===== src/common/bus_pkg.sv =====
package bus_pkg;

    // bus widths
    localparam int ADDR_W = 32;
    localparam int DATA_W = 32;
    // one mask bit per byte lane
    localparam int WEM_W = 4;

    // top address nibble picks the slave
    localparam int REGION_W = 4;
    localparam int OFFSET_W = ADDR_W - REGION_W;

    localparam logic [REGION_W-1:0] REGION_SRAM0 = 4'h0;
    // region 1 aliases the same sram
    localparam logic [REGION_W-1:0] REGION_SRAM1 = 4'h1;
    localparam logic [REGION_W-1:0] REGION_TIMER = 4'h2;
    localparam logic [REGION_W-1:0] REGION_GPIO = 4'h4;

    // one-hot owner vector, bit positions
    localparam int OWNER_W = 5;
    localparam int OWN_IDLE = 0;
    localparam int OWN_SRAM = 1;
    localparam int OWN_TIMER = 2;
    localparam int OWN_GPIO = 3;
    localparam int OWN_ERR = 4;

    // raw address word or region/offset split
    typedef union packed {
        logic [ADDR_W-1:0] raw;
        struct packed {
            logic [REGION_W-1:0] region;
            logic [OFFSET_W-1:0] offset;
        } f;
    } bus_addr_u;

endpackage


===== src/common/periph_pkg.sv =====
package periph_pkg;

    // sram size, word addressed
    localparam int SRAM_WORDS = 1024;
    localparam int SRAM_IDX_W = $clog2(SRAM_WORDS);

    // edges from acceptance to data_ok
    localparam int SRAM_WAIT = 2;
    localparam int SRAM_CNT_W = $clog2(SRAM_WAIT + 1);
    // timer, gpio and the error sink
    localparam int REG_WAIT = 1;

    // timer register offsets
    localparam logic [7:0] TMR_CTRL = 8'h00;
    localparam logic [7:0] TMR_COUNT = 8'h04;
    localparam logic [7:0] TMR_CMP = 8'h08;

    // gpio register offsets
    localparam logic [7:0] GPIO_OUT = 8'h00;
    localparam logic [7:0] GPIO_IN = 8'h04;

    // pin count, one full data word
    localparam int GPIO_W = 32;

endpackage


===== src/hw/bus_fabric/bus_ctrl.sv =====
module bus_ctrl (
    input  logic clk,
    input  logic rst_n,
    input  logic [bus_pkg::OWNER_W-1:0] sel_hit_i,
    input  logic acc_i,
    input  logic rsp_i,
    output logic pass_o,
    output logic [bus_pkg::OWNER_W-1:0] owner_o
);
    import bus_pkg::*;
    import periph_pkg::*;

    // one-hot, which slave owes the next response
    logic [OWNER_W-1:0] owner_q;
    logic [OWNER_W-1:0] owner_d;

    // new request may go out when nothing is owed
    // or the owed response is returning right now
    assign pass_o = owner_q[OWN_IDLE] | rsp_i;
    assign owner_o = owner_q;

    always_comb begin
        owner_d = owner_q;
        if (acc_i) begin
            // accepted request takes over ownership,
            // even in the cycle the old response leaves
            owner_d = sel_hit_i;
        end else if (rsp_i) begin
            // response done, nothing new accepted
            owner_d = '0;
            owner_d[OWN_IDLE] = 1'b1;
        end
    end

    always_ff @(posedge clk) begin
        if (!rst_n) begin
            owner_q <= '0;
            owner_q[OWN_IDLE] <= 1'b1;
        end else begin
            owner_q <= owner_d;
        end
    end

    // unmapped requests park here as the err owner,
    // the router's sink answers and drops rsp back in

    // exactly one owner at all times
    a_owner_onehot: assert property (
        @(posedge clk) disable iff (!rst_n)
        $onehot(owner_q)
    );

    // router must not accept while a response is still owed
    a_acc_needs_pass: assert property (
        @(posedge clk) disable iff (!rst_n)
        acc_i |-> pass_o
    );

    // error sink answers after the register latency
    a_err_latency: assert property (
        @(posedge clk) disable iff (!rst_n)
        $rose(owner_q[OWN_ERR]) |-> ##(REG_WAIT - 1) rsp_i
    );

endmodule


===== config.mk =====
export PLATFORM = sky130hd
export DESIGN_NAME = bus_ctrl
export DESIGN_NICKNAME = d
export VERILOG_FILES = /design/src/common/bus_pkg.sv /design/src/common/periph_pkg.sv /design/src/hw/bus_fabric/bus_ctrl.sv
export SDC_FILE = /design/constraint.sdc
export NUM_CORES = 1
export LEC_CHECK = 0
export ABC_AREA = 1
export ABC_CLOCK_PERIOD_IN_PS = 1900
export BUFFER_PORTS_ARGS = -buffer_cell sky130_fd_sc_hd__buf_2
export CAP_MARGIN = 0
export CORE_AREA = 4 4 41 43
export DETAILED_ROUTE_END_ITERATION = 10
export DIE_AREA = 0 0 45 47
export GPL_TIMING_DRIVEN = 0
export PLACE_DENSITY = 0.41
export SKIP_LAST_GASP = 1
export SLEW_MARGIN = 20
export SYNTH_ARGS = -nofsm -noshare
export SYNTH_HDL_FRONTEND = slang
export SYNTH_SLANG_ARGS = --single-unit

===== constraint.sdc =====
create_clock -name clk -period 1.9 [get_ports clk]
set_clock_uncertainty 0.1 [all_clocks]
set_input_delay 0.19 -clock clk [delete_from_list [all_inputs] [get_ports clk]]
set_output_delay 0.19 -clock clk [all_outputs]
set_load 0.02 [all_outputs]

## Yosys cells after proc, flatten, opt, wreduce, memory -nomap -nowiden

Index checks and enable logic that the tools add are counted.

| word-level totals | value |
|---|---|
| bits in registers | 5 |
| output and inout bits | 6 |
| word-level logic and storage cells | 5 |

| cells by class | value |
|---|---|
| mux-type cells | 2 |
| bitwise logic cells | 1 |
| reduce and logical (&&, ||, !) cells | 1 |

Operators with widths:

| cell | count |
|---|---|
| two-way mux 5 bit | 2 |
| nonzero test 2 bit | 1 |
| OR 1 bit | 1 |

## Logic depth before layout (Yosys ltp)

Gate-level depths: netlist of run 1.

| depth | value |
|---|---|
| depth after elaboration | 2 |
| mapped depth | 3 |

## Worst setup path before layout of run 1

Ideal clock, no wire load.

| path | value |
|---|---|
| kind | register -> output |
| from | register owner_q[0] (netlist: owner_o[0]) |
| to | output pass_o |
| arrival | 647 ps |
| required time | 1610 ps |
| slack | 963 ps |
| cell stages (with the launch flop) | 3 |
| buffers on the path | 0 |
| cells stage by stage | dfxtp_1 -> nor2_1 -> inv_1 |

| on the way | value |
|---|---|
| cells in the longest elaborated chain, start to end | 1 |

RTL lines:

| element | RTL line | text |
|---|---|---|
| from (decl) | bus_ctrl.sv:14 | `logic [OWNER_W-1:0] owner_q;` |
| from (signal assigned) | bus_ctrl.sv:40 | `owner_q <= owner_d;` |
| OR 1 bit | bus_ctrl.sv:19 | `assign pass_o = owner_q[OWN_IDLE] \| rsp_i;` |
| to (decl) | bus_ctrl.sv:7 | `output logic pass_o,` |

No other way between the ends.

## Worst setup path in the final report of run 1

Same ends and word-level chain as after synthesis.

==> results.md, run 1 <==
* Status: finished clean
* Clk pwr share at 46.0%
* LEAKAGE at 0.143 nW
* Quantity of gates resized following cts at 0
* Crit path time final at 1.15 ns
* HPWL Detailed at 397 µm
* Top-area cell type share of the netlist area at a little under three fifths
* Syn-to-layout area delta at 64.8%
* DR vias/cell at 3.64
* # rows at 13
* PD cells at 935 nW/µm²
* CTS sink cnt at 5
* Gp weighted congestion at roughly 0.67
* Tot GR Track Use at 6.01%
* CTS Buffer Depth at 2
* Layout cells sized above 1 at a little over two fifths
* R2r setup slk at approximately 1.2 ns
* Number of fill cells at roughly 160
* Yosys Warn Count at 0
* Initial antenna violation count at 0
* Slew margin rel. at between 80% and 90%
* CP startpoint kind: flip-flop
* Worst-Margin Slew at 0.161 ns
* First-pass GRT wire length at 848 µm
* Final hold vios at 0
* Via Count at 204
* Sequential share of power at 41.3%
* Global route hottest layer: met3
* Die area at 2120 µm²
* CTS tree: built
* F_max at 869 MHz
* Initial DRC count at 2
* Critical R2R Capture: owner_o[0]$_SDFFE_PN1P_
* Tcrit/Tclk final at between 60 and 70%
* Core Area at 1300 µm²
* Critical Path End: pass_o
* Post-Synthesis Cells at 23
* Met1 Use GR at 7.53%
* Global-route met3 utilization at 8.05%
* WL/cell at 9.70 µm
* Vias in the first global route at 204
* Dominant cells by area after synthesis: dfxtp_1 56%, nand2_1 17%, a21oi_1 14%, inv_1 4.2%, nor2_2 3.5%
* Total nets after synthesis at 32
* CTS buffer count at 3
* Top cell type by total area after synthesis: dfxtp_1
* Maximum vdd drop at 0.529 mV
* R2r worst-path depth at 2
* Mapped Area at 178 µm²
* Crit end category: output pin
* Worst min-delay path class: input port to flip-flop
* Largest driver fanout on the critical path at 2
* Slew Limit Fails at 0
* Post-layout util at 22.5%
* Max reg flops at 5
* Crit path launch: owner_o[0]$_SDFFE_PN1P_
* Final setup TNS at 0 ns
* Internal power at 0.204 mW
* Sequential share of the synthesized area at between 50% and 60%
* WS Path Type: flip-flop to output pin
* Yosys reg bits at 5
* H-tree depth at 1
* CP arrival at 0.86 ns
* Routed WL at ~540 µm
* Crit path required time at 1.61 ns
* Synth cell types at 7
* Max-Cap Viols at 0
* Final nets at a little over 50
* # hold bufs at CTS at 0
* Pre-Repair DR Iteration Count at 2
* # setup viols final at 0
* Reg clk slew, reported paths at 0.05 ns
* Hold path depth at 3
* Remaining antenna violation count at 0
* DRC Markers at 0
* Largest net degree at the start of global routing at 8
* Syn_area_per_cell at about 7.7 µm²
* Die Y at 47 µm
* Port-buffer cells at 14
* Initial Util at ~14%
* Net switching fraction of the power at roughly 25%
* RSZ-0062 raised after global routing: no
* Die X at 45 µm
* R2R Path Start: owner_o[0]$_SDFFE_PN1P_
* Root Buffer: clkbuf_4
* Worst skew pair latency at roughly 0.25 ns
* Post-CTS Setup Inserts at 0
* Antenna Diode Count at 0
* Met2 Use GR at just over 6%
* GRT overflow at 0
* # IOs at 15
* Comb power frac at about an eighth
* Sw Pwr at between 0.06 and 0.07 mW
[area by class of cell]
type                            count  area [µm²]  share of cell area (%)
Tap cell                           15        18.8                    6.41
Sequential cell                     5         100                    34.2
Multi-Input combinational cell     16        70.1                    23.9
Clock buffer                        4        26.3                    8.97
Timing Repair Buffer               14        70.1                    23.9
Inverter                            2        7.51                    2.56
[metal layers]
metal,up-vias,part of all wire [%]
met2,16,28
met3,0,20
met4,0,0
li1,111,-
met5,-,0
met1,77,52
[worst max-delay path, stage by stage, from the launching register on]
cell     delay [ns]
dfxtp_1        0.30
nor2_1         0.12
inv_1          0.04
buf_2          0.15
[Yosys cell counts, drive strengths merged]
cell and count:
a21oi 5, dfxtp 5, inv 2, nand2 8, nor2 2, o21ai 1
[cell usage in the layout (no fill, tap or decap)]
master / instances
nor2_2: 1
a21oi_1: 5
nor2_1: 1
o21ai_0: 1
clkbuf_1: 1
buf_2: 14
inv_1: 2
nand2_1: 8
clkbuf_4: 3
dfxtp_1: 5
[logic make-up (layout without fill, tap and decap cells)]
group,count (synthesis),in the layout,synth area share [%]
simple gates,10,10,22.5
buf+inv,2,20,4.23
compound gates,6,6,16.9
flops,5,5,56.3
[power by group through the flow]
stage,Sequential [mW],Clock [mW],Combinational [mW]
3_5_place_dp,0.115,0,0.0348
4_1_cts,0.113,0.129,0.0352
6_report,0.113,0.126,0.0347
2_1_floorplan,0.122,0,0.00979
3_3_place_gp,0.115,0,0.0351
5_1_grt,0.114,0.138,0.0389
[how the worst min path moves through the flow]
stage | startpoint | endpoint
3_3_place_gp | sel_hit_i[0] | owner_o[0]$_SDFFE_PN1P_
5_1_grt | sel_hit_i[3] | owner_o[3]$_SDFFE_PN0P_
3_5_place_dp | sel_hit_i[0] | owner_o[0]$_SDFFE_PN1P_
2_1_floorplan | acc_i | owner_o[0]$_SDFFE_PN1P_
6_report | sel_hit_i[0] | owner_o[0]$_SDFFE_PN1P_
4_1_cts | sel_hit_i[0] | owner_o[0]$_SDFFE_PN1P_
[stage by stage]
stage,setup slack (ns),area (µm²),hold WS [ns],power (mW),cells
2_1_floorplan,0.963,178,0.203,0.132,23
6_report,0.749,293,0.0809,0.274,56
5_1_grt,0.655,293,0.107,0.291,56
4_1_cts,0.734,293,0.0789,0.277,56
3_3_place_gp,1.00,267,0.324,0.150,52
3_5_place_dp,1.01,267,0.327,0.150,52
Note: power is estimated with default switching activity, not from simulation.
==> run 2: changes to the inputs <==
ABC_CLOCK_PERIOD_IN_PS = 1150   (was 1900)
clock period = 1.15 ns   (was 1.9 ns; I/O delays follow)
==> run 2 against run 1 <==
- global-route usage stayed put
- sequential power is 65% higher
- combinational power is 67% higher
- register-to-register slack worse by 0.74 ns
- sequential cell count stayed put
- wire length is 1.1% higher
- sequential share of layout area is 0.29 points lower
- critical path depth stayed put
- clock-buffer cell count stayed put
- largest cell class unchanged
- largest power group unchanged
==> results.md, run 2 (synthesized netlist as in run 1, its figures left out) <==
* Slowest cell on crit path: dfxtp_1
* Core Area at around 1300 µm²
* Crit path launch: owner_o[0]$_SDFFE_PN1P_
* Most common cell after layout, fill and taps aside: buf_2
* Die area at 2120 µm²
* Slew margin rel. at 89.2%
* H-tree depth at 1
* Routed WL at 549 µm
* Slew Limit Fails at 0
* CP Buf/Inv Count at 2
* Vias in the first global route at about 200
* Tot GR Track Use at 6.01%
* Final nets at 51
* Initial antenna violation count at 0
* Commonest non-fill, non-tap cells in the layout: 14 x buf_2, 8 x nand2_1, 5 x a21oi_1, 5 x dfxtp_1, 3 x clkbuf_4
* Largest driver fanout on the critical path at 2
* Hold Path End: owner_o[0]$_SDFFE_PN1P_
* CTS tree: built
* R2R Path Start: owner_o[0]$_SDFFE_PN1P_
* Antenna Diode Count at 0
* LEAKAGE at 0.142 nW
* PD cells at 1540 nW/µm²
* Die X at 45 µm
* CTS buffer count at 3
* Port-buffer cells at 14
* Tcrit/Tclk final at 93.2%
* DR vias/cell at 3.68
* F_max at roughly 930 MHz
* CTS sink cnt at 5
* # IOs at 15
* Worst min-delay path class: input port to flip-flop
* DRC Markers at 0
* Multi-input gate area at roughly 73 µm²
* Initial DRC count at 1
* Remaining antenna violation count at 0
* Worst-Margin Slew at approximately 0.16 ns
* Largest delay contributor family on the critical path: flip-flops
* Post-layout util at 22.7%
* Hold_sp: sel_hit_i[0]
* Critical path, cell by cell: nor2_2 -> inv_1 -> buf_2
* Via Count at 206
* Critical R2R Capture: owner_o[0]$_SDFFE_PN1P_
* Number of fill cells at 160
* # setup viols final at 0
* WL/cell at 9.80 µm
* Worst skew pair latency at ~0.25 ns
* Layout cells sized above 1 at a little under half
* Syn-to-layout area delta at 66.2%
* Crit path time final at ~1.1 ns
* HPWL Detailed at 397 µm
* Storage cell area at 100 µm²
* CTS Buffer Depth at 2
* R2r worst-path depth at 2
* Final setup TNS at 0 ns
* Status: finished clean
* # rows at 13
* Initial Util at 13.7%
* Crit end category: output pin
* Gp weighted congestion at 0.666
* Reg clk slew, reported paths at 0.05 ns
* Final hold vios at 0
* Pre-Repair DR Iteration Count at 2
* CP arrival at 0.86 ns
* Die Y at 47 µm
* Slowest cell delay on critical path at 0.31 ns
* Root Buffer: clkbuf_4
* CP startpoint kind: flip-flop
* Maximum vdd drop at 0.875 mV
* Placed cells at between 50 and 60
* R2r setup slk at 0.42 ns
* Max reg flops at 5
* Crit path required time at 0.94 ns
* Final hold slack at ~0.007 ns
* Hold path depth at 3
* Final Non-Filler Cells at between 50 and 60
* GRT overflow at 0
* First-pass GRT wire length at 848 µm
* Max-Cap Viols at 0
* WS Path Type: flip-flop to output pin
* Largest net degree at the start of global routing at 8
-- run 2: cell counts in the layout (fill, tap and decap cells not counted) --
Identical to the previous run, type by type.
-- run 2: report_power, final --
group	total, mW	internal (mW)	switching [mW]
logic	0.0581	0.0233	0.0348
clock network	0.208	0.132	0.0765
registers	0.187	0.183	0.00441
total	0.453	0.338	0.116
-- run 2: how the worst max path moves through the flow --
stage,end,cells past startpoint
final,pass_o,3
after detailed placement,pass_o,3
after CTS,pass_o,3
after global placement,owner_o[2]$_SDFFE_PN0P_,4
after global routing,pass_o,3
after floorplan,pass_o,2
-- run 2: metrics by stage --
stage	cell area (µm²)	worst slack [ns]	total power, mW
2_1_floorplan	178	0.288	0.217
3_3_place_gp	267	0.332	0.248
3_5_place_dp	267	0.335	0.247
4_1_cts	293	0.0588	0.458
5_1_grt	295	-0.00722	0.482
6_report	295	0.0783	0.453
-- run 2: routing by layer --
layer  vias up  share of wire, %  GRT usage, %
met2        16                29          6.21
met4         0                 0             0
met3         0                19          8.05
li1        110                 -             -
met5         -                 0             0
met1        80                52          7.53
-- run 2: worst register-to-register path: stages, from the launching register on --
cell,delay [ns]
dfxtp_1,0.31
nor2_2,0.11
o21ai_0,0.09
-- run 2: area by class of cell --
class | count | share of cell area [%]
clock buffers | 4 | 8.90
flip-flops and latches | 5 | 33.9
repair buffers | 14 | 23.7
well taps | 15 | 6.36
inverters | 2 | 2.54
multi-input cells | 16 | 24.6
-- run 2: repair_timing --
item / in CTS / in global routing
resized for setup: 0 / 1
hold buffers: 0 / 0
setup endpoints to repair: 0 / 1
buffers inserted: 0 / 0
