## src/common/bus_pkg.sv

```systemverilog
package bus_pkg;

    // bus widths
    localparam int ADDR_W = 32;
    localparam int DATA_W = 32;
    // one mask bit per byte lane
    localparam int WEM_W = 4;

    // top address nibble picks the slave
    localparam int REGION_W = 4;
    localparam int OFFSET_W = ADDR_W - REGION_W;

    localparam logic [REGION_W-1:0] REGION_SRAM0 = 4'h0;
    // region 1 aliases the same sram
    localparam logic [REGION_W-1:0] REGION_SRAM1 = 4'h1;
    localparam logic [REGION_W-1:0] REGION_TIMER = 4'h2;
    localparam logic [REGION_W-1:0] REGION_GPIO = 4'h4;

    // one-hot owner vector, bit positions
    localparam int OWNER_W = 5;
    localparam int OWN_IDLE = 0;
    localparam int OWN_SRAM = 1;
    localparam int OWN_TIMER = 2;
    localparam int OWN_GPIO = 3;
    localparam int OWN_ERR = 4;

    // raw address word or region/offset split
    typedef union packed {
        logic [ADDR_W-1:0] raw;
        struct packed {
            logic [REGION_W-1:0] region;
            logic [OFFSET_W-1:0] offset;
        } f;
    } bus_addr_u;

endpackage

```

## src/common/periph_pkg.sv

```systemverilog
package periph_pkg;

    // sram size, word addressed
    localparam int SRAM_WORDS = 1024;
    localparam int SRAM_IDX_W = $clog2(SRAM_WORDS);

    // edges from acceptance to data_ok
    localparam int SRAM_WAIT = 2;
    localparam int SRAM_CNT_W = $clog2(SRAM_WAIT + 1);
    // timer, gpio and the error sink
    localparam int REG_WAIT = 1;

    // timer register offsets
    localparam logic [7:0] TMR_CTRL = 8'h00;
    localparam logic [7:0] TMR_COUNT = 8'h04;
    localparam logic [7:0] TMR_CMP = 8'h08;

    // gpio register offsets
    localparam logic [7:0] GPIO_OUT = 8'h00;
    localparam logic [7:0] GPIO_IN = 8'h04;

    // pin count, one full data word
    localparam int GPIO_W = 32;

endpackage

```

## src/common/sbus_if.sv

```systemverilog
interface sbus_if;
    import bus_pkg::*;

    // request side, from the router
    logic [ADDR_W-1:0] addr;
    logic [DATA_W-1:0] wdata;
    logic req;
    logic we;
    logic [WEM_W-1:0] wem;

    // response side, from the slave
    logic [DATA_W-1:0] rdata;
    // combinational from req
    logic addr_ok;
    // one-cycle pulse per accepted request
    logic data_ok;

    modport master (
        output addr, wdata, req, we, wem,
        input  rdata, addr_ok, data_ok
    );

    modport slave (
        input  addr, wdata, req, we, wem,
        output rdata, addr_ok, data_ok
    );

endinterface

```

## src/hw/periph_gpio.sv

```systemverilog
module periph_gpio (
    input  logic clk,
    input  logic rst_n,
    sbus_if.slave bus,
    input  logic [periph_pkg::GPIO_W-1:0] gpio_i,
    output logic [periph_pkg::GPIO_W-1:0] gpio_o
);
    import bus_pkg::*;
    import periph_pkg::*;

    logic [REG_WAIT-1:0] ack_sr;
    logic acc;
    logic wr_out;
    logic [GPIO_W-1:0] out_q;
    // two-flop synchronizer for the pins
    logic [GPIO_W-1:0] in_meta_q;
    logic [GPIO_W-1:0] in_sync_q;
    logic [DATA_W-1:0] rdata_q;

    assign bus.data_ok = ack_sr[REG_WAIT-1];
    assign bus.addr_ok = bus.req & (~|ack_sr | bus.data_ok);
    assign acc = bus.req & bus.addr_ok;
    assign bus.rdata = rdata_q;
    // IN is read-only, writes there are dropped
    assign wr_out = acc & bus.we & (bus.addr[7:0] == GPIO_OUT);
    assign gpio_o = out_q;

    always_ff @(posedge clk) begin
        if (!rst_n) begin
            ack_sr <= '0;
            out_q <= '0;
            in_meta_q <= '0;
            in_sync_q <= '0;
        end else begin
            ack_sr <= (ack_sr << 1) | REG_WAIT'(acc);
            in_meta_q <= gpio_i;
            in_sync_q <= in_meta_q;
            // byte lanes merge into the old value
            for (int b = 0; b < WEM_W; b++) begin
                if (wr_out && bus.wem[b]) begin
                    out_q[8*b +: 8] <= bus.wdata[8*b +: 8];
                end
            end
        end
    end

    always_ff @(posedge clk) begin
        if (acc && !bus.we) begin
            case (bus.addr[7:0])
                GPIO_OUT: rdata_q <= out_q;
                GPIO_IN: rdata_q <= in_sync_q;
                default: rdata_q <= '0;
            endcase
        end
    end

endmodule

```

## src/flat_wrapper.sv

```systemverilog
// flat-port wrapper written by rule: the top's interface ports become plain ports
module periph_gpio_flat import bus_pkg::*; import periph_pkg::*;
  (clk, rst_n, gpio_i, gpio_o, bus_addr, bus_wdata, bus_req, bus_we, bus_wem, bus_rdata, bus_addr_ok, bus_data_ok);
  sbus_if bus_i ();
  input  logic clk;
  input  logic rst_n;
  input  logic [periph_pkg::GPIO_W-1:0] gpio_i;
  output logic [periph_pkg::GPIO_W-1:0] gpio_o;
  input wire logic [$bits(bus_i.addr)-1:0] bus_addr;
  input wire logic [$bits(bus_i.wdata)-1:0] bus_wdata;
  input wire logic [$bits(bus_i.req)-1:0] bus_req;
  input wire logic [$bits(bus_i.we)-1:0] bus_we;
  input wire logic [$bits(bus_i.wem)-1:0] bus_wem;
  output wire logic [$bits(bus_i.rdata)-1:0] bus_rdata;
  output wire logic [$bits(bus_i.addr_ok)-1:0] bus_addr_ok;
  output wire logic [$bits(bus_i.data_ok)-1:0] bus_data_ok;
  assign bus_i.addr = bus_addr;
  assign bus_i.wdata = bus_wdata;
  assign bus_i.req = bus_req;
  assign bus_i.we = bus_we;
  assign bus_i.wem = bus_wem;
  assign bus_rdata = bus_i.rdata;
  assign bus_addr_ok = bus_i.addr_ok;
  assign bus_data_ok = bus_i.data_ok;
  periph_gpio u_core (.clk(clk), .rst_n(rst_n), .bus(bus_i), .gpio_i(gpio_i), .gpio_o(gpio_o));
endmodule
```

## config.mk

```make
export PLATFORM = sky130hd
export DESIGN_NAME = periph_gpio_flat
export DESIGN_NICKNAME = d
export VERILOG_FILES = /design/src/common/bus_pkg.sv /design/src/common/periph_pkg.sv /design/src/common/sbus_if.sv /design/src/hw/periph_gpio.sv /design/src/flat_wrapper.sv
export SDC_FILE = /design/constraint.sdc
export NUM_CORES = 1
export LEC_CHECK = 0
export BUFFER_PORTS_ARGS = -buffer_cell sky130_fd_sc_hd__buf_2
export CORE_UTILIZATION = 51
export CTS_BUF_LIST = sky130_fd_sc_hd__clkbuf_8
export DETAILED_ROUTE_END_ITERATION = 10
export PLACE_DENSITY = 0.81
export SYNTH_ARGS = -nofsm -noshare
export SYNTH_HDL_FRONTEND = slang
export SYNTH_SLANG_ARGS = --single-unit
```

## constraint.sdc

```tcl
create_clock -name clk -period 2.4 [get_ports clk]
set_input_delay 0.24 -clock clk [delete_from_list [all_inputs] [get_ports clk]]
set_output_delay 0.24 -clock clk [all_outputs]
set_load 0.01 [all_outputs]
```

# ---- Yosys cells after proc, flatten, opt, wreduce, memory -nomap -nowiden
# Index checks and enable logic that the tools add are counted.
# W data, S select, Z words.
dict set report totals {
  rom_bits 0
  wordCells 19
  reg_bits 129
  latch_bits 0
  ram_bits 0
  n_memories 0
}
dict set report classes {
  bitwise_logic 2
  n_eq_ne 1
  n_mul 0
  n_reduce_logical 7
  n_mux 1
  magnitude_cmp 0
  shift 0
  n_div 0
  addsub 0
}
# op n
set ops {}
lappend ops {{$pmux W32 S2} 1}
lappend ops {{$eq A8 B3 Y1 const B} 1}
lappend ops {{$logic_not A8 Y1} 1}
lappend ops {{$logic_and A1 B1 Y1} 5}
lappend ops {{$and A1 B1 Y1} 2}
lappend ops {{$logic_not A1 Y1} 1}

# ---- Longest topological paths before layout
dict set report logic_depth {
  ltp_word 3
  ltp_mapped 6
}

# ---- Worst setup path before layout
# No wires, ideal clock.
dict set report synth_timing {
  path_type {input -> register}
  from {input port bus_we}
  to {register u_core.rdata_q[0] (netlist: u_core.bus.rdata[0]) (enable)}
  stages 1
  arrival_ns 1.692
  setup_ns 0.425
  slack_ns 0.282
  required_time_ns 1.975
  n_path_buf 0
  path_cell_list {nor2b_1}
}
dict set report synth_via {
  elab_chain_len 2
}
# element line
set synth_lines {}
lappend synth_lines {{start, declared} flat_wrapper.sv:12} ;# input wire logic [$bits(bus_i.we)-1:0] bus_we;
lappend synth_lines {{$logic_not A1 Y1} periph_gpio.sv:48} ;# if (acc && !bus.we) begin
lappend synth_lines {{$logic_and A1 B1 Y1} periph_gpio.sv:48}
lappend synth_lines {{end signal, assigned} periph_gpio.sv:50} ;# GPIO_OUT: rdata_q <= out_q;
lappend synth_lines {{end signal, assigned} periph_gpio.sv:51} ;# GPIO_IN: rdata_q <= in_sync_q;
lappend synth_lines {{end, declared} periph_gpio.sv:18} ;# logic [DATA_W-1:0] rdata_q;
# Every way passes these cells.
# A chain may end at the register's enable or synchronous reset.

# ---- Worst setup path in the final report
dict set report layout_timing {
  from {input port bus_addr[6]}
  to {register u_core.out_q[24] (netlist: u_core.gpio_o[24])}
}
dict set report layout_via {
  elab_chain_len 3
}
# element line
set layout_lines {}
lappend layout_lines {{start, declared} flat_wrapper.sv:9} ;# input wire logic [$bits(bus_i.addr)-1:0] bus_addr;
lappend layout_lines {{$logic_not A8 Y1} periph_gpio.sv:25} ;# assign wr_out = acc & bus.we & (bus.addr[7:0] == GPIO_OUT);
lappend layout_lines {{$and A1 B1 Y1} periph_gpio.sv:25}
lappend layout_lines {{$logic_and A1 B1 Y1} periph_gpio.sv:40} ;# if (wr_out && bus.wem[b]) begin
lappend layout_lines {{end signal, assigned by index} periph_gpio.sv:41} ;# out_q[8*b +: 8] <= bus.wdata[8*b +: 8];
lappend layout_lines {{end, declared} periph_gpio.sv:14} ;# logic [GPIO_W-1:0] out_q;
# Every way passes these cells.

==> impl_metrics.prom <==
# TYPE chip_impl_metric gauge
chip_impl_metric{name="detail_route.vias_per_cell",unit=""} 4.79
chip_impl_metric{name="vdd_ir_drop_max",unit="V"} 0.000597
chip_impl_metric{name="finalHoldViolCount",unit=""} 0
chip_impl_info{name="cp-start-kind",value="input port"} 1
chip_impl_metric{name="drc_violations",unit=""} 0
chip_impl_metric{name="post_dp_cell_area",unit="um^2"} 5370
chip_impl_info{name="timing.critical_path.to_type",value="flip-flop"} 1
chip_impl_metric{name="final.period_utilization",unit=""} 0.621
chip_impl_info{name="setup_repair_after_global_routing_missed_its_margin",value="false"} 1
chip_impl_metric{name="yosys.cell_types.count",unit=""} 17
chip_impl_metric{name="route.final.wire_length",unit="um"} 9010
chip_impl_metric{name="cp_max_fo",unit=""} 8
chip_impl_info{name="criticalPathCategory",value="in -> reg"} 1
chip_impl_metric{name="largest_net_degree_at_the_start_of_global_routing",unit=""} 56
chip_impl_metric{name="slew_violations",unit=""} 0
chip_impl_metric{name="cts.sinks",unit=""} 129
chip_impl_metric{name="synth.ff_latch_count",unit=""} 129
chip_impl_info{name="clk_root_buffer_cell",value="clkbuf_8"} 1
chip_impl_metric{name="insertedDiodeCount",unit=""} 0
chip_impl_metric{name="ys.warnings.count",unit=""} 0
chip_impl_metric{name="grt_pass1_vias",unit=""} 3019
chip_impl_info{name="mostFrequentLayoutCell",value="buf_2"} 1
chip_impl_info{name="outcome",value="finished, final reports clean"} 1
chip_impl_metric{name="hpwlAfterDp",unit="um"} 6370
chip_impl_metric{name="synth-seq-area-share",unit=""} 0.638
chip_impl_metric{name="detail-route-antenna-nets",unit=""} 0
chip_impl_metric{name="reg2reg_slack",unit="ps"} 1610
chip_impl_metric{name="core-area",unit="um^2"} 8680
chip_impl_metric{name="post-cts-setup-buffers",unit=""} 0
chip_impl_info{name="yosys_most_used_dff",value="dfxtp_1"} 1
chip_impl_metric{name="first_pass_iters",unit=""} 4
chip_impl_metric{name="final.setup.tns",unit="ps"} 0
chip_impl_metric{name="start_util",unit=""} 0.525
chip_impl_metric{name="layout-area-overhead-vs-synth",unit="%"} 26.4
chip_impl_metric{name="finalInstanceArea",unit="um^2"} 5760
chip_impl_metric{name="layout.core_utilization",unit=""} 0.663
chip_impl_metric{name="cts-htree-levels",unit=""} 4
chip_impl_info{name="synth.area.top_cells",value="dfxtp_1 (43%), edfxtp_1 (21%), mux2i_1 (14%)"} 1
chip_impl_metric{name="timing.final.crit_period",unit="ps"} 1490
chip_impl_metric{name="wl_per_cell",unit="um"} 13.7
chip_impl_metric{name="final_nets",unit=""} 640
chip_impl_metric{name="clock.fmax",unit="GHz"} 0.671
chip_impl_metric{name="holdBufCountCts",unit=""} 0
chip_impl_metric{name="final_setup_violations",unit=""} 0
chip_impl_metric{name="syn_inst",unit=""} 392
chip_impl_metric{name="clock_insertion_delay_worst_skew",unit="ps"} 410
chip_impl_metric{name="crit_required",unit="ps"} 2670
chip_impl_metric{name="drive_above_1_share",unit=""} 0.337
chip_impl_metric{name="cp_data_arrival_time",unit="ps"} 1760
chip_impl_metric{name="synth-async-reset-ratio",unit=""} 0
chip_impl_metric{name="cap_viol_max_count",unit=""} 0
chip_impl_metric{name="floorplan.die.height",unit="um"} 96.5
chip_impl_metric{name="grt_overflow",unit=""} 0
chip_impl_metric{name="grt_antenna_before_repair",unit=""} 0
chip_impl_metric{name="dieArea",unit="um^2"} 9310
chip_impl_metric{name="grt_pass1_wl",unit="um"} 13800
chip_impl_info{name="worst_hold_path_type",value="in -> reg"} 1
chip_impl_metric{name="synthesized_area_divided_by_synthesized_cell_count",unit="um^2"} 11.6
chip_impl_metric{name="power-per-cell-area",unit="nW/um^2"} 747
chip_impl_metric{name="whs",unit="ps"} 35.1
chip_impl_metric{name="worst_clk_skew",unit="ps"} 10.4
chip_impl_metric{name="routabilityCongestion",unit=""} 0.781
chip_impl_metric{name="syn_area",unit="um^2"} 4550
chip_impl_metric{name="path_clk_slew",unit="ps"} 70
chip_impl_metric{name="timing_worst_slew_pin_value",unit="ps"} 641
chip_impl_info{name="tritoncts_clock_tree",value="built"} 1
chip_impl_metric{name="boundaryPins",unit=""} 170
chip_impl_metric{name="port_buffers",unit=""} 145
chip_impl_metric{name="routed-via-count",unit=""} 3150
chip_impl_metric{name="p_leak",unit="nW"} 2.56
chip_impl_metric{name="cts_resized",unit=""} 0
chip_impl_metric{name="global_route.usage.total",unit=""} 0.202
chip_impl_metric{name="synth_edf_count",unit=""} 32
chip_impl_metric{name="cts_buffers",unit=""} 17
chip_impl_info{name="layout_common_cells",value="buf_2 (144), dfxtp_1 (97), and2_1 (65), mux2i_1 (64), nand2_1 (64)"} 1
chip_impl_info{name="synth_top_cell_by_area",value="dfxtp_1"} 1
chip_impl_metric{name="max_slew_headroom",unit=""} 0.571
chip_impl_metric{name="row_count",unit=""} 34
chip_impl_metric{name="die-width",unit="um"} 96.5
chip_impl_metric{name="synth_top_area_frac",unit=""} 0.427
chip_impl_metric{name="n_fill_cell",unit=""} 702
chip_impl_metric{name="buffer_depth_of_the_longest_clock_path",unit=""} 2
chip_impl_metric{name="total_nets_after_synthesis",unit=""} 496
chip_impl_metric{name="drt_iter0_drc",unit=""} 86
[critical path: stages]
cell and delay, ps:
buf_2 90, or4_4 610, or3_1 610, mux2i_1 200
[sequential cells by signal (all words and copies together) (netlist names)]
register            count
u_core.bus.rdata       32
u_core.gpio_o          32
u_core.in_meta_q       32
u_core.in_sync_q       32
u_core.bus.data_ok      1
[metal layers]
metal | wire (um) | vias to the layer above | global-route usage
met5 | 0 | - | 0
li1 | - | 1565 | -
met1 | 3610 | 1472 | 0.225
met3 | 536 | 8 | 0.0603
met4 | 94 | 0 | 0.0833
met2 | 4760 | 105 | 0.358
[metrics by stage]
step                std cells  power, mW  worst slack (ps)
floorplan                 392       2.49               282
global placement          625       2.60               507
detailed placement        625       2.61               467
CTS                       657       4.34               914
global route              657       4.47               875
finish                    657       4.30               910
[cell usage after synthesis, types with 2 or more instances]
library cell / number
buf_1: 2
nand2_1: 64
dfxtp_1: 97
nand4b_1: 4
clkbuf_1: 17
edfxtp_1: 32
and2_1: 65
nor3_4: 3
buf_2: 4
or3_1: 2
mux2i_1: 64
buf_6: 2
nor2_1: 32
[logic make-up after synthesis]
group | Yosys count | share of synthesized area
DFF | 129 | 0.638
buffers and inverters | 26 | 0.0267
and+or+nand+nor | 173 | 0.195
muxes | 64 | 0.141
[final cells by class]
class	instances	area, um^2	area share
Multi-Input combinational cell	237	1540	0.267
Sequential cell	129	2900	0.504
Clock buffer	19	262	0.0454
Clock inverter	13	123	0.0213
Tap cell	108	135	0.0235
Timing Repair Buffer	151	798	0.139
[power by group]
group | leakage, nW | internal (mW) | switching (mW)
clock network | 0.201 | 0.961 | 0.786
registers | 1.08 | 2.30 | 0.0175
logic | 1.28 | 0.120 | 0.122
[final timing paths]
kind                                  startpoint  cells past startpoint                         endpoint
hold / removal                        gpio_i[17]                      2  u_core.in_meta_q[17]$_SDFF_PN0_
hold reg to reg   u_core.in_meta_q[6]$_SDFF_PN0_                      1   u_core.in_sync_q[6]$_SDFF_PN0_
setup / recovery                     bus_addr[6]                      4   u_core.gpio_o[24]$_SDFFE_PN0P_
setup reg to reg  u_core.gpio_o[24]$_SDFFE_PN0P_                      2   u_core.bus.rdata[24]$_DFFE_PP_
Power figures use the tool's default switching activity.
