===== config.mk =====
export PLATFORM = sky130hd
export DESIGN_NAME = bus_router_flat
export DESIGN_NICKNAME = d
export VERILOG_FILES = /design/src/common/bus_pkg.sv /design/src/common/sbus_if.sv /design/src/hw/bus_fabric/bus_router.sv /design/src/flat_wrapper.sv
export SDC_FILE = /design/constraint.sdc
export NUM_CORES = 1
export LEC_CHECK = 0
export ABC_AREA = 0
export BUFFER_PORTS_ARGS = -buffer_cell sky130_fd_sc_hd__buf_4
export CAP_MARGIN = 20
export CORE_AREA = 4 4 166 168
export CTS_CLUSTER_DIAMETER = 60
export DETAILED_ROUTE_END_ITERATION = 10
export DIE_AREA = 0 0 170 172
export HOLD_SLACK_MARGIN = 0.08
export PLACE_DENSITY_LB_ADDON = 0.3
export SLEW_MARGIN = 15
export SYNTH_ARGS = -nofsm -noshare
export SYNTH_HDL_FRONTEND = slang
export SYNTH_SLANG_ARGS = --single-unit

===== constraint.sdc =====
create_clock -name clk -period 5.4 [get_ports clk]
set_clock_uncertainty 0.2 [all_clocks]
set_input_delay 1.62 -clock clk [delete_from_list [all_inputs] [get_ports clk]]
set_output_delay 1.62 -clock clk [all_outputs]
set_load 0.005 [all_outputs]

===== src/common/bus_pkg.sv =====
package bus_pkg;

    // bus widths
    localparam int ADDR_W = 32;
    localparam int DATA_W = 32;
    // one mask bit per byte lane
    localparam int WEM_W = 4;

    // top address nibble picks the slave
    localparam int REGION_W = 4;
    localparam int OFFSET_W = ADDR_W - REGION_W;

    localparam logic [REGION_W-1:0] REGION_SRAM0 = 4'h0;
    // region 1 aliases the same sram
    localparam logic [REGION_W-1:0] REGION_SRAM1 = 4'h1;
    localparam logic [REGION_W-1:0] REGION_TIMER = 4'h2;
    localparam logic [REGION_W-1:0] REGION_GPIO = 4'h4;

    // one-hot owner vector, bit positions
    localparam int OWNER_W = 5;
    localparam int OWN_IDLE = 0;
    localparam int OWN_SRAM = 1;
    localparam int OWN_TIMER = 2;
    localparam int OWN_GPIO = 3;
    localparam int OWN_ERR = 4;

    // raw address word or region/offset split
    typedef union packed {
        logic [ADDR_W-1:0] raw;
        struct packed {
            logic [REGION_W-1:0] region;
            logic [OFFSET_W-1:0] offset;
        } f;
    } bus_addr_u;

endpackage


===== src/common/sbus_if.sv =====
interface sbus_if;
    import bus_pkg::*;

    // request side, from the router
    logic [ADDR_W-1:0] addr;
    logic [DATA_W-1:0] wdata;
    logic req;
    logic we;
    logic [WEM_W-1:0] wem;

    // response side, from the slave
    logic [DATA_W-1:0] rdata;
    // combinational from req
    logic addr_ok;
    // one-cycle pulse per accepted request
    logic data_ok;

    modport master (
        output addr, wdata, req, we, wem,
        input  rdata, addr_ok, data_ok
    );

    modport slave (
        input  addr, wdata, req, we, wem,
        output rdata, addr_ok, data_ok
    );

endinterface


===== src/hw/bus_fabric/bus_router.sv =====
module bus_router (
    input  logic clk,
    input  logic rst_n,
    input  logic m_req_i,
    input  logic m_we_i,
    input  logic [bus_pkg::WEM_W-1:0] m_wem_i,
    input  logic [bus_pkg::ADDR_W-1:0] m_addr_i,
    input  logic [bus_pkg::DATA_W-1:0] m_wdata_i,
    output logic [bus_pkg::DATA_W-1:0] m_rdata_o,
    output logic m_addr_ok_o,
    output logic m_data_ok_o,
    input  logic pass_i,
    input  logic [bus_pkg::OWNER_W-1:0] owner_i,
    output logic [bus_pkg::OWNER_W-1:0] sel_hit_o,
    output logic acc_o,
    output logic rsp_o,
    sbus_if.master sram_bus,
    sbus_if.master tmr_bus,
    sbus_if.master gpio_bus
);
    import bus_pkg::*;

    bus_addr_u in_addr;
    bus_addr_u fwd_addr;
    logic [OWNER_W-1:0] sel;
    logic [OWNER_W-1:0] slv_addr_ok;
    logic [OWNER_W-1:0] slv_data_ok;
    // error sink
    logic err_req;
    logic err_ack_q;

    always_comb begin
        in_addr.raw = m_addr_i;
        // slaves only see the offset
        fwd_addr = in_addr;
        fwd_addr.f.region = '0;
        sel = '0;
        case (in_addr.f.region)
            REGION_SRAM0, REGION_SRAM1: sel[OWN_SRAM] = 1'b1;
            REGION_TIMER: sel[OWN_TIMER] = 1'b1;
            REGION_GPIO: sel[OWN_GPIO] = 1'b1;
            default: sel[OWN_ERR] = 1'b1;
        endcase
    end

    // steer the request to the selected slave only
    assign sram_bus.req = m_req_i & pass_i & sel[OWN_SRAM];
    assign sram_bus.addr = sel[OWN_SRAM] ? fwd_addr.raw : '0;
    assign sram_bus.wdata = sel[OWN_SRAM] ? m_wdata_i : '0;
    assign sram_bus.we = sel[OWN_SRAM] & m_we_i;
    assign sram_bus.wem = sel[OWN_SRAM] ? m_wem_i : '0;

    assign tmr_bus.req = m_req_i & pass_i & sel[OWN_TIMER];
    assign tmr_bus.addr = sel[OWN_TIMER] ? fwd_addr.raw : '0;
    assign tmr_bus.wdata = sel[OWN_TIMER] ? m_wdata_i : '0;
    assign tmr_bus.we = sel[OWN_TIMER] & m_we_i;
    assign tmr_bus.wem = sel[OWN_TIMER] ? m_wem_i : '0;

    assign gpio_bus.req = m_req_i & pass_i & sel[OWN_GPIO];
    assign gpio_bus.addr = sel[OWN_GPIO] ? fwd_addr.raw : '0;
    assign gpio_bus.wdata = sel[OWN_GPIO] ? m_wdata_i : '0;
    assign gpio_bus.we = sel[OWN_GPIO] & m_we_i;
    assign gpio_bus.wem = sel[OWN_GPIO] ? m_wem_i : '0;

    // sink is always free once pass allows it
    assign err_req = m_req_i & pass_i & sel[OWN_ERR];

    always_comb begin
        slv_addr_ok = '0;
        slv_addr_ok[OWN_SRAM] = sram_bus.addr_ok;
        slv_addr_ok[OWN_TIMER] = tmr_bus.addr_ok;
        slv_addr_ok[OWN_GPIO] = gpio_bus.addr_ok;
        slv_addr_ok[OWN_ERR] = err_req;
        slv_data_ok = '0;
        slv_data_ok[OWN_SRAM] = sram_bus.data_ok;
        slv_data_ok[OWN_TIMER] = tmr_bus.data_ok;
        slv_data_ok[OWN_GPIO] = gpio_bus.data_ok;
        slv_data_ok[OWN_ERR] = err_ack_q;
    end

    // addr_ok by selection, response by owner
    assign m_addr_ok_o = |(sel & slv_addr_ok);
    assign acc_o = m_req_i & m_addr_ok_o;
    assign rsp_o = |(owner_i & slv_data_ok);
    assign m_data_ok_o = rsp_o;
    assign sel_hit_o = sel;

    always_comb begin
        m_rdata_o = '0;
        if (owner_i[OWN_SRAM]) begin
            m_rdata_o = sram_bus.rdata;
        end else if (owner_i[OWN_TIMER]) begin
            m_rdata_o = tmr_bus.rdata;
        end else if (owner_i[OWN_GPIO]) begin
            m_rdata_o = gpio_bus.rdata;
        end
        // idle and err read as zero
    end

    always_ff @(posedge clk) begin
        if (!rst_n) begin
            err_ack_q <= 1'b0;
        end else begin
            err_ack_q <= acc_o & sel[OWN_ERR];
        end
    end

    // never two slaves asked at once
    a_req_onehot0: assert property (
        @(posedge clk) disable iff (!rst_n)
        $onehot0({sram_bus.req, tmr_bus.req, gpio_bus.req})
    );

endmodule


===== src/flat_wrapper.sv =====
// flat-port wrapper written by rule: the top's interface ports become plain ports
module bus_router_flat import bus_pkg::*;
  (clk, rst_n, m_req_i, m_we_i, m_wem_i, m_addr_i, m_wdata_i, m_rdata_o, m_addr_ok_o, m_data_ok_o, pass_i, owner_i, sel_hit_o, acc_o, rsp_o, sram_bus_addr, sram_bus_wdata, sram_bus_req, sram_bus_we, sram_bus_wem, sram_bus_rdata, sram_bus_addr_ok, sram_bus_data_ok, tmr_bus_addr, tmr_bus_wdata, tmr_bus_req, tmr_bus_we, tmr_bus_wem, tmr_bus_rdata, tmr_bus_addr_ok, tmr_bus_data_ok, gpio_bus_addr, gpio_bus_wdata, gpio_bus_req, gpio_bus_we, gpio_bus_wem, gpio_bus_rdata, gpio_bus_addr_ok, gpio_bus_data_ok);
  sbus_if sram_bus_i ();
  sbus_if tmr_bus_i ();
  sbus_if gpio_bus_i ();
  input  logic clk;
  input  logic rst_n;
  input  logic m_req_i;
  input  logic m_we_i;
  input  logic [bus_pkg::WEM_W-1:0] m_wem_i;
  input  logic [bus_pkg::ADDR_W-1:0] m_addr_i;
  input  logic [bus_pkg::DATA_W-1:0] m_wdata_i;
  output logic [bus_pkg::DATA_W-1:0] m_rdata_o;
  output logic m_addr_ok_o;
  output logic m_data_ok_o;
  input  logic pass_i;
  input  logic [bus_pkg::OWNER_W-1:0] owner_i;
  output logic [bus_pkg::OWNER_W-1:0] sel_hit_o;
  output logic acc_o;
  output logic rsp_o;
  output wire logic [$bits(sram_bus_i.addr)-1:0] sram_bus_addr;
  output wire logic [$bits(sram_bus_i.wdata)-1:0] sram_bus_wdata;
  output wire logic [$bits(sram_bus_i.req)-1:0] sram_bus_req;
  output wire logic [$bits(sram_bus_i.we)-1:0] sram_bus_we;
  output wire logic [$bits(sram_bus_i.wem)-1:0] sram_bus_wem;
  input wire logic [$bits(sram_bus_i.rdata)-1:0] sram_bus_rdata;
  input wire logic [$bits(sram_bus_i.addr_ok)-1:0] sram_bus_addr_ok;
  input wire logic [$bits(sram_bus_i.data_ok)-1:0] sram_bus_data_ok;
  output wire logic [$bits(tmr_bus_i.addr)-1:0] tmr_bus_addr;
  output wire logic [$bits(tmr_bus_i.wdata)-1:0] tmr_bus_wdata;
  output wire logic [$bits(tmr_bus_i.req)-1:0] tmr_bus_req;
  output wire logic [$bits(tmr_bus_i.we)-1:0] tmr_bus_we;
  output wire logic [$bits(tmr_bus_i.wem)-1:0] tmr_bus_wem;
  input wire logic [$bits(tmr_bus_i.rdata)-1:0] tmr_bus_rdata;
  input wire logic [$bits(tmr_bus_i.addr_ok)-1:0] tmr_bus_addr_ok;
  input wire logic [$bits(tmr_bus_i.data_ok)-1:0] tmr_bus_data_ok;
  output wire logic [$bits(gpio_bus_i.addr)-1:0] gpio_bus_addr;
  output wire logic [$bits(gpio_bus_i.wdata)-1:0] gpio_bus_wdata;
  output wire logic [$bits(gpio_bus_i.req)-1:0] gpio_bus_req;
  output wire logic [$bits(gpio_bus_i.we)-1:0] gpio_bus_we;
  output wire logic [$bits(gpio_bus_i.wem)-1:0] gpio_bus_wem;
  input wire logic [$bits(gpio_bus_i.rdata)-1:0] gpio_bus_rdata;
  input wire logic [$bits(gpio_bus_i.addr_ok)-1:0] gpio_bus_addr_ok;
  input wire logic [$bits(gpio_bus_i.data_ok)-1:0] gpio_bus_data_ok;
  assign sram_bus_addr = sram_bus_i.addr;
  assign sram_bus_wdata = sram_bus_i.wdata;
  assign sram_bus_req = sram_bus_i.req;
  assign sram_bus_we = sram_bus_i.we;
  assign sram_bus_wem = sram_bus_i.wem;
  assign sram_bus_i.rdata = sram_bus_rdata;
  assign sram_bus_i.addr_ok = sram_bus_addr_ok;
  assign sram_bus_i.data_ok = sram_bus_data_ok;
  assign tmr_bus_addr = tmr_bus_i.addr;
  assign tmr_bus_wdata = tmr_bus_i.wdata;
  assign tmr_bus_req = tmr_bus_i.req;
  assign tmr_bus_we = tmr_bus_i.we;
  assign tmr_bus_wem = tmr_bus_i.wem;
  assign tmr_bus_i.rdata = tmr_bus_rdata;
  assign tmr_bus_i.addr_ok = tmr_bus_addr_ok;
  assign tmr_bus_i.data_ok = tmr_bus_data_ok;
  assign gpio_bus_addr = gpio_bus_i.addr;
  assign gpio_bus_wdata = gpio_bus_i.wdata;
  assign gpio_bus_req = gpio_bus_i.req;
  assign gpio_bus_we = gpio_bus_i.we;
  assign gpio_bus_wem = gpio_bus_i.wem;
  assign gpio_bus_i.rdata = gpio_bus_rdata;
  assign gpio_bus_i.addr_ok = gpio_bus_addr_ok;
  assign gpio_bus_i.data_ok = gpio_bus_data_ok;
  bus_router u_core (.clk(clk), .rst_n(rst_n), .m_req_i(m_req_i), .m_we_i(m_we_i), .m_wem_i(m_wem_i), .m_addr_i(m_addr_i), .m_wdata_i(m_wdata_i), .m_rdata_o(m_rdata_o), .m_addr_ok_o(m_addr_ok_o), .m_data_ok_o(m_data_ok_o), .pass_i(pass_i), .owner_i(owner_i), .sel_hit_o(sel_hit_o), .acc_o(acc_o), .rsp_o(rsp_o), .sram_bus(sram_bus_i), .tmr_bus(tmr_bus_i), .gpio_bus(gpio_bus_i));
endmodule

Yosys cells after proc, flatten, opt, wreduce, memory -nomap -nowiden
Index checks and enable logic that the tools add are counted.
- bits of input ports: 180
- register bits after elaboration: 1
- mux-type cells: 16
- bitwise logic cells: 12
- equality and inequality tests: 3
- reductions and logical operators: 5
- operator list (kind ; count):
    32-bit 2-to-1 mux ; 6
    28-bit 2-to-1 mux ; 3
    4-bit 2-to-1 mux ; 3
    1-bit AND ; 10
    5-bit AND ; 2
    5-bit OR reduction ; 2
    4-bit by 1-bit equality test with 1-bit output, second input constant ; 1
    4-bit by 2-bit equality test with 1-bit output, second input constant ; 1
    4-bit by 3-bit equality test with 1-bit output, second input constant ; 1
    4-bit logical NOT ; 1
    1-bit 2-to-1 mux ; 4
    4-bit OR reduction ; 1
    2-bit OR reduction ; 1

Logic depth before layout (Yosys ltp)
Gate-level depths: netlist of the first run.
- depth in word-level cells: 8
- gate-level depth with buffers: 5

Worst setup path after synthesis of the first run
OpenSTA, ideal clock, no wires.
- kind: in2out
- start point: input port owner_i[2] (netlist name)
- end point: output port m_rdata_o[22] (netlist name)
- path slack: 1.159 ns
- path buffers: 2
- data arrival time: 2.421 ns
- data required time: 3.580 ns
- stages: 4
- path through: clkbuf_1 -> clkbuf_1 -> a22oi_1 -> o21ai_0
- longest elaborated chain between the ends: 2
- RTL lines (what ; line ; source):
    start: declaration ; flat_wrapper.sv:18 ; input logic [bus_pkg::OWNER_W-1:0] owner_i;
    32-bit 2-to-1 mux ; bus_router.sv:92 ; end else if (owner_i[OWN_TIMER]) begin
    32-bit 2-to-1 mux ; bus_router.sv:90 ; if (owner_i[OWN_SRAM]) begin
    end: declaration ; flat_wrapper.sv:14 ; output logic [bus_pkg::DATA_W-1:0] m_rdata_o;
No other way between the ends.

Worst setup path after layout of the first run
- start point: input port m_addr_i[31] (netlist name)
- end point: output port tmr_bus_wdata[31]
- longest elaborated chain between the ends: 3
- RTL lines (what ; line ; source):
    start: declaration ; flat_wrapper.sv:12 ; input logic [bus_pkg::ADDR_W-1:0] m_addr_i;
    4-bit by 2-bit equality test with 1-bit output ; bus_router.sv:38 ; case (in_addr.f.region)
    1-bit 2-to-1 mux ; bus_router.sv:38 ;
    32-bit 2-to-1 mux ; bus_router.sv:55 ; assign tmr_bus.wdata = sel[OWN_TIMER] ? m_wdata_i : '0;
    end: declaration ; flat_wrapper.sv:31 ; output wire logic [$bits(tmr_bus_i.wdata)-1:0] tmr_bus_wdata;
No other way between the ends.

==> flow_summary.toml, run 1 <==
[run_status]
status = "finished clean"

[route]
drt_iter0_markers = 142
wl_mm = 16.2
vias = 3882
remaining_drc_errors = 0
vias_per_cell = 3.57
firstDrtPassIters = 4
avgRoutedWirePerCell_um = 14.9
ant_nets = 0

[power_and_ir_drop]
power_mw = 0.306
p_leak_nw = 3.05
powerDensity_nw_per_um2 = 54.3
peakVddDrop_mv = 0.0486

[global_routing]
grt_util_all_layers_pct = 9.46
grt_pass1_wl_mm = 22.3
grt_max_degree = 66
grt_pass1_vias = 3883
overflow = 0
antenna_found_initial = 2

[setup_path]
cp-start-kind = "primary input"
slowest_stage = "nor4b_4"
crit_type = "primary input to output port"
cp_data_arrival_time_ns = 2.95
critPathLaunch = "m_addr_i[31]"
worstPathRequired_ns = 3.58
worstSetupEndpointType = "output port"
path_common_cell = "buf_4"
crit_fanout = 62
cp_cell_sequence = "buf_4 > nor4b_4 > buf_12 > and2_1 > buf_4"
cp_slowest_stage_delay_ns = 0.51

[floorplan]
row_count = 59
start_util_pct = 8.57
fp.coreArea_um2 = 25900
die-area_um2 = 29200
die_x_um = 170
ios = 431
fp.dieH_um = 172

[worst_hold_path]
min_path_type = "primary input to register"
hold_start = "rst_n"

[synth]
yosysSeqAreaShare_pct = 0.901
ys_seq_elements = 1
synth_top_flop_cell = "dfxtp_1"
async_flop_share_pct = 0
syn-instance-count = 366
yosysWarnings = 0
avgSynthCellArea_um2 = 6.07
synth_cell_types = 25
synth_area_um2 = 2220
synth_edf_count = 0

[sta]
rsz0062_at_grt = "false"
timing.fmax_mhz = 210
period_share_pct = 88.4
setup_tns_ns = 0
final_max_slew_viol_count = 0
slew_headroom_pct = 62.6
worstMarginPinSlew_ns = 0.561
setup_violations = 0
period_minus_slack_ns = 4.77
hold_viol_final = 0

[job]
max_cap_violations = 0

[final_layout]
largestRegisters = "u_core.err_ack_q: 1 flops"
synthToLayoutAreaGrowth_pct = 154
largest_register = "u_core.err_ack_q"
drive_gt1_share_pct = 56.9
seq_area_um2 = 20.0
antenna_cells = 0
fillers = 2923
stdcell_area_um2 = 5630
fin_nets = 933
largest_reg_flops = 1
multi_input_area_um2 = 1980

[placement]
placed_cell_area_um2 = 5630
routabilityCongestion = 0.721
dp_hpwl_mm = 13.9
port_buffers = 416

[clocking]
post_cts_buffers = 0
cts_hold_repair.buffers = 0
clk_pin_slew_ns = 0
cts_resized = 0
layout make-up:
type,instances,area share (%)
Multi-Input combinational cell,327,35.2
Timing Repair Buffer,422,56.9
Tap cell,335,7.44
Inverter,1,0.0666
Sequential cell,1,0.355
per-layer routing:
layer  GRT usage, %  wire [µm]  vias to the layer above
li1               -          -                     1928
met1           10.8       5830                     1700
met2           18.2       8380                      244
met3           2.88       1850                        8
met4          0.590        116                        2
met5              0         13                        -
worst paths after layout:
path | cells past startpoint | slack, ns | to
min | 3 | 1.80 | u_core.err_ack_q
max | 5 | 0.63 | tmr_bus_wdata[31]
Yosys cell counts, drive strengths merged, types with 2 or more instances:
| cell type | n | area [µm²] |
|---|---|---|
| a21oi | 3 | 15.0 |
| a22oi | 33 | 248 |
| and2 | 195 | 1220 |
| and3 | 3 | 18.8 |
| buf | 25 | 171 |
| clkbuf | 24 | 95.1 |
| nand2 | 34 | 128 |
| nor4b | 2 | 47.6 |
| o211ai | 2 | 15.0 |
| o21ai | 33 | 165 |
report_power, final:
part / leakage [nW] / switching [mW] / internal (mW) / total (mW)
Clock: 0 / 0 / 0 / 0
Sequential: 0.00819 / 0.0000736 / 0.00788 / 0.00795
Combinational: 3.04 / 0.118 / 0.179 / 0.298
critical path, delay by kind of cell:
family	cells	cell delay [ns]
and+or+nand+nor	2	0.71
buffers and inverters	3	0.56
cell usage in the layout (no fill, tap or decap), types with 2 or more instances in the layout:
| cell | Yosys | routed |
|---|---|---|
| a21oi_1 | 3 | 3 |
| a22oi_1 | 33 | 33 |
| and2_1 | 195 | 195 |
| and3_1 | 3 | 3 |
| buf_12 | 0 | 3 |
| buf_4 | 16 | 419 |
| conb_1 | 1 | 13 |
| nand2_1 | 34 | 34 |
| nor4b_4 | 2 | 2 |
| o211ai_1 | 2 | 2 |
| o21ai_0 | 33 | 33 |
metrics by stage:
step / utilization, % / cells / hold slack, ns / setup WS [ns]
3_3_place_gp: 21.7 / 1086 / 1.87 / 0.575
2_1_floorplan: - / 378 / 1.57 / 1.16
4_1_cts: 21.7 / 1086 / 1.86 / 0.599
3_5_place_dp: 21.7 / 1086 / 1.86 / 0.600
5_1_grt: 21.7 / 1086 / 1.86 / 0.461
6_report: 21.7 / 1086 / 1.80 / 0.627
logic make-up (layout without fill, tap and decap cells):
group	after synthesis	in the layout	synth area share, %
AND/OR/NAND/NOR	240	240	65.7
AO/OA/AOI/OAI	73	73	20.6
buffers and inverters	50	423	12.2
adder cells (fa/ha/maj)	1	1	0.451
other	1	13	0.169
flip-flops	1	1	0.901
(Power assumes the default switching activity.)
==> inputs of run 2 (changes only) <==
ABC_AREA = 1   (was 0)
CORE_AREA = 4 4 165 167   (was 4 4 166 168)
DIE_AREA = 0 0 169 171   (was 0 0 170 172)
==> flow_summary.toml, run 2 <==
[run_status]
status = "finished clean"

[sta]
rsz0062_at_grt = "false"
final_max_slew_viol_count = 0
worstMarginPinSlew_ns = 0.638
slew_headroom_pct = 57.3
period_share_pct = 88.6
period_minus_slack_ns = 4.79
timing.fmax_mhz = 209
setup_tns_ns = 0
setup_violations = 0
hold_viol_final = 0

[placement]
routabilityCongestion = 0.770
placed_cell_area_um2 = 5550
dp_hpwl_mm = 14.1
port_buffers = 416

[synth]
synthXorXnorAreaFrac_pct = 0
synth-simple-area-share_pct = 56.4
synthMuxAreaShare_pct = 0
synth_top_flop_cell = "dfxtp_1"
ys_top_cells_by_count = "nor2_1 (210), nand2_1 (72), inv_1 (71)"
async_flop_share_pct = 0
synthAdderAreaFrac_pct = 0
synth_edf_count = 0
yosysSeqAreaShare_pct = 0.887
synth_area_um2 = 2260
yosys.area.top_type = "nor2_1"
syn-instance-count = 510
synth_area_leaders = "nor2_1 (35%), nand2_1 (12%), inv_1 (12%), nor2_2 (7.2%), a21oi_1 (7.1%)"
synth_cell_types = 19
synth_compound_area_share_pct = 14.4
avgSynthCellArea_um2 = 4.42
yosysMostFrequentCell = "nor2_1"
synth_top_family_by_area = "simple AND/OR/NAND/NOR gates"
yosysWarnings = 0
synth.top_cell.area_share_pct = 34.9
ys_seq_elements = 1

[final_layout]
antenna_cells = 0
layout_common_cells = "buf_4 (418), nor2_1 (210), inv_1 (71)"
largestRegisters = "u_core.err_ack_q: 1 flops"
final_common_cell = "buf_4"
fillers = 3019
drive_gt1_share_pct = 51.0
largest_register = "u_core.err_ack_q"
fin_nets = 1071
largest_reg_flops = 1
stdcell_area_um2 = 5550
synthToLayoutAreaGrowth_pct = 146

[worst_hold_path]
min_path_type = "primary input to register"
hold_depth = 2
hold_start = "rst_n"
worst_hold_path.endpoint = "u_core.err_ack_q"

[route]
vias_per_cell = 3.58
avgRoutedWirePerCell_um = 13.6
wl_mm = 16.7
ant_nets = 0
drt_iter0_markers = 134
firstDrtPassIters = 4
vias = 4378
remaining_drc_errors = 0

[power_and_ir_drop]
power_mw = 0.325
p_leak_nw = 3.38
peakVddDrop_mv = 0.0366
powerDensity_nw_per_um2 = 58.5

[floorplan]
die-area_um2 = 28900
fp.coreArea_um2 = 25800
die_x_um = 169
start_util_pct = 8.76
row_count = 59
ios = 431
fp.dieH_um = 171

[setup_path]
cp_cell_sequence = "buf_4 > nor2_1 > nand2_4 > buf_4 > nor2_1 > buf_4"
worstSetupEndpointType = "output port"
path_common_cell = "buf_4"
worstPathRequired_ns = 3.58
slowest_stage = "buf_4"
cp_data_arrival_time_ns = 2.97
cp-start-kind = "primary input"
crit_fanout = 41
cp_slowest_stage_delay_ns = 0.39
crit_type = "primary input to output port"

[global_routing]
grt_max_degree = 66
antenna_found_initial = 0
grt_util_all_layers_pct = 9.83
overflow = 0
grt_pass1_vias = 4145
grt_pass1_wl_mm = 23.3

[clocking]
post_cts_buffers = 0
cts_hold_repair.buffers = 0
cts_resized = 0
clk_pin_slew_ns = 0

[job]
max_cap_violations = 0
[run 2: worst max-delay path, delay by kind of cell]
family                 cells  cell delay (ns)
buffers and inverters      3             0.64
AND/OR/NAND/NOR            3             0.67
[run 2: cell type report]
class                   instances  area (µm²)  share of cell area, %
inverters                      74         278                   5.00
repair buffers                420        3180                   57.2
well taps                     335         419                   7.55
multi-input cells             394        1660                   29.8
flip-flops and latches          1        20.0                  0.361
[run 2: cells by family after synthesis]
| group | after synthesis |
|---|---|
| other | 1 |
| buffers and inverters | 127 |
| flip-flops | 1 |
| AND/OR/NAND/NOR | 316 |
| AO/OA/AOI/OAI | 65 |
[run 2: how the worst max path moves through the flow]
stage	start	endpoint	slack [ns]	cells after the start
after floorplan	owner_i[2]	rsp_o	1.32	5
after CTS	m_addr_i[28]	gpio_bus_req	0.58	6
after global placement	m_addr_i[30]	gpio_bus_wdata[1]	0.58	7
after detailed placement	m_addr_i[28]	gpio_bus_req	0.59	6
after global routing	m_addr_i[28]	gpio_bus_req	0.50	6
final	m_addr_i[28]	gpio_bus_req	0.61	6
[run 2: stage by stage]
step / setup slack, ns / hold slack (ns) / util (%) / cells
5_1_grt: 0.499 / 1.73 / 21.5 / 1224
3_3_place_gp: 0.585 / 1.71 / 21.5 / 1224
2_1_floorplan: 1.32 / 1.59 / - / 522
4_1_cts: 0.585 / 1.71 / 21.5 / 1224
6_report: 0.613 / 1.71 / 21.5 / 1224
3_5_place_dp: 0.591 / 1.71 / 21.5 / 1224
[run 2: where the power goes]
group	total [mW]	switching, mW	internal, mW
logic	0.316	0.144	0.172
clock network	0	0	0
registers	0.00841	0.000566	0.00784
[run 2: layer usage]
metal	share of wire, %	up-vias	GRT usage, %
li1	-	2227	-
met1	38	1883	11.5
met2	50	264	18.9
met3	11	4	2.50
met4	0.56	0	0.490
met5	0	-	0
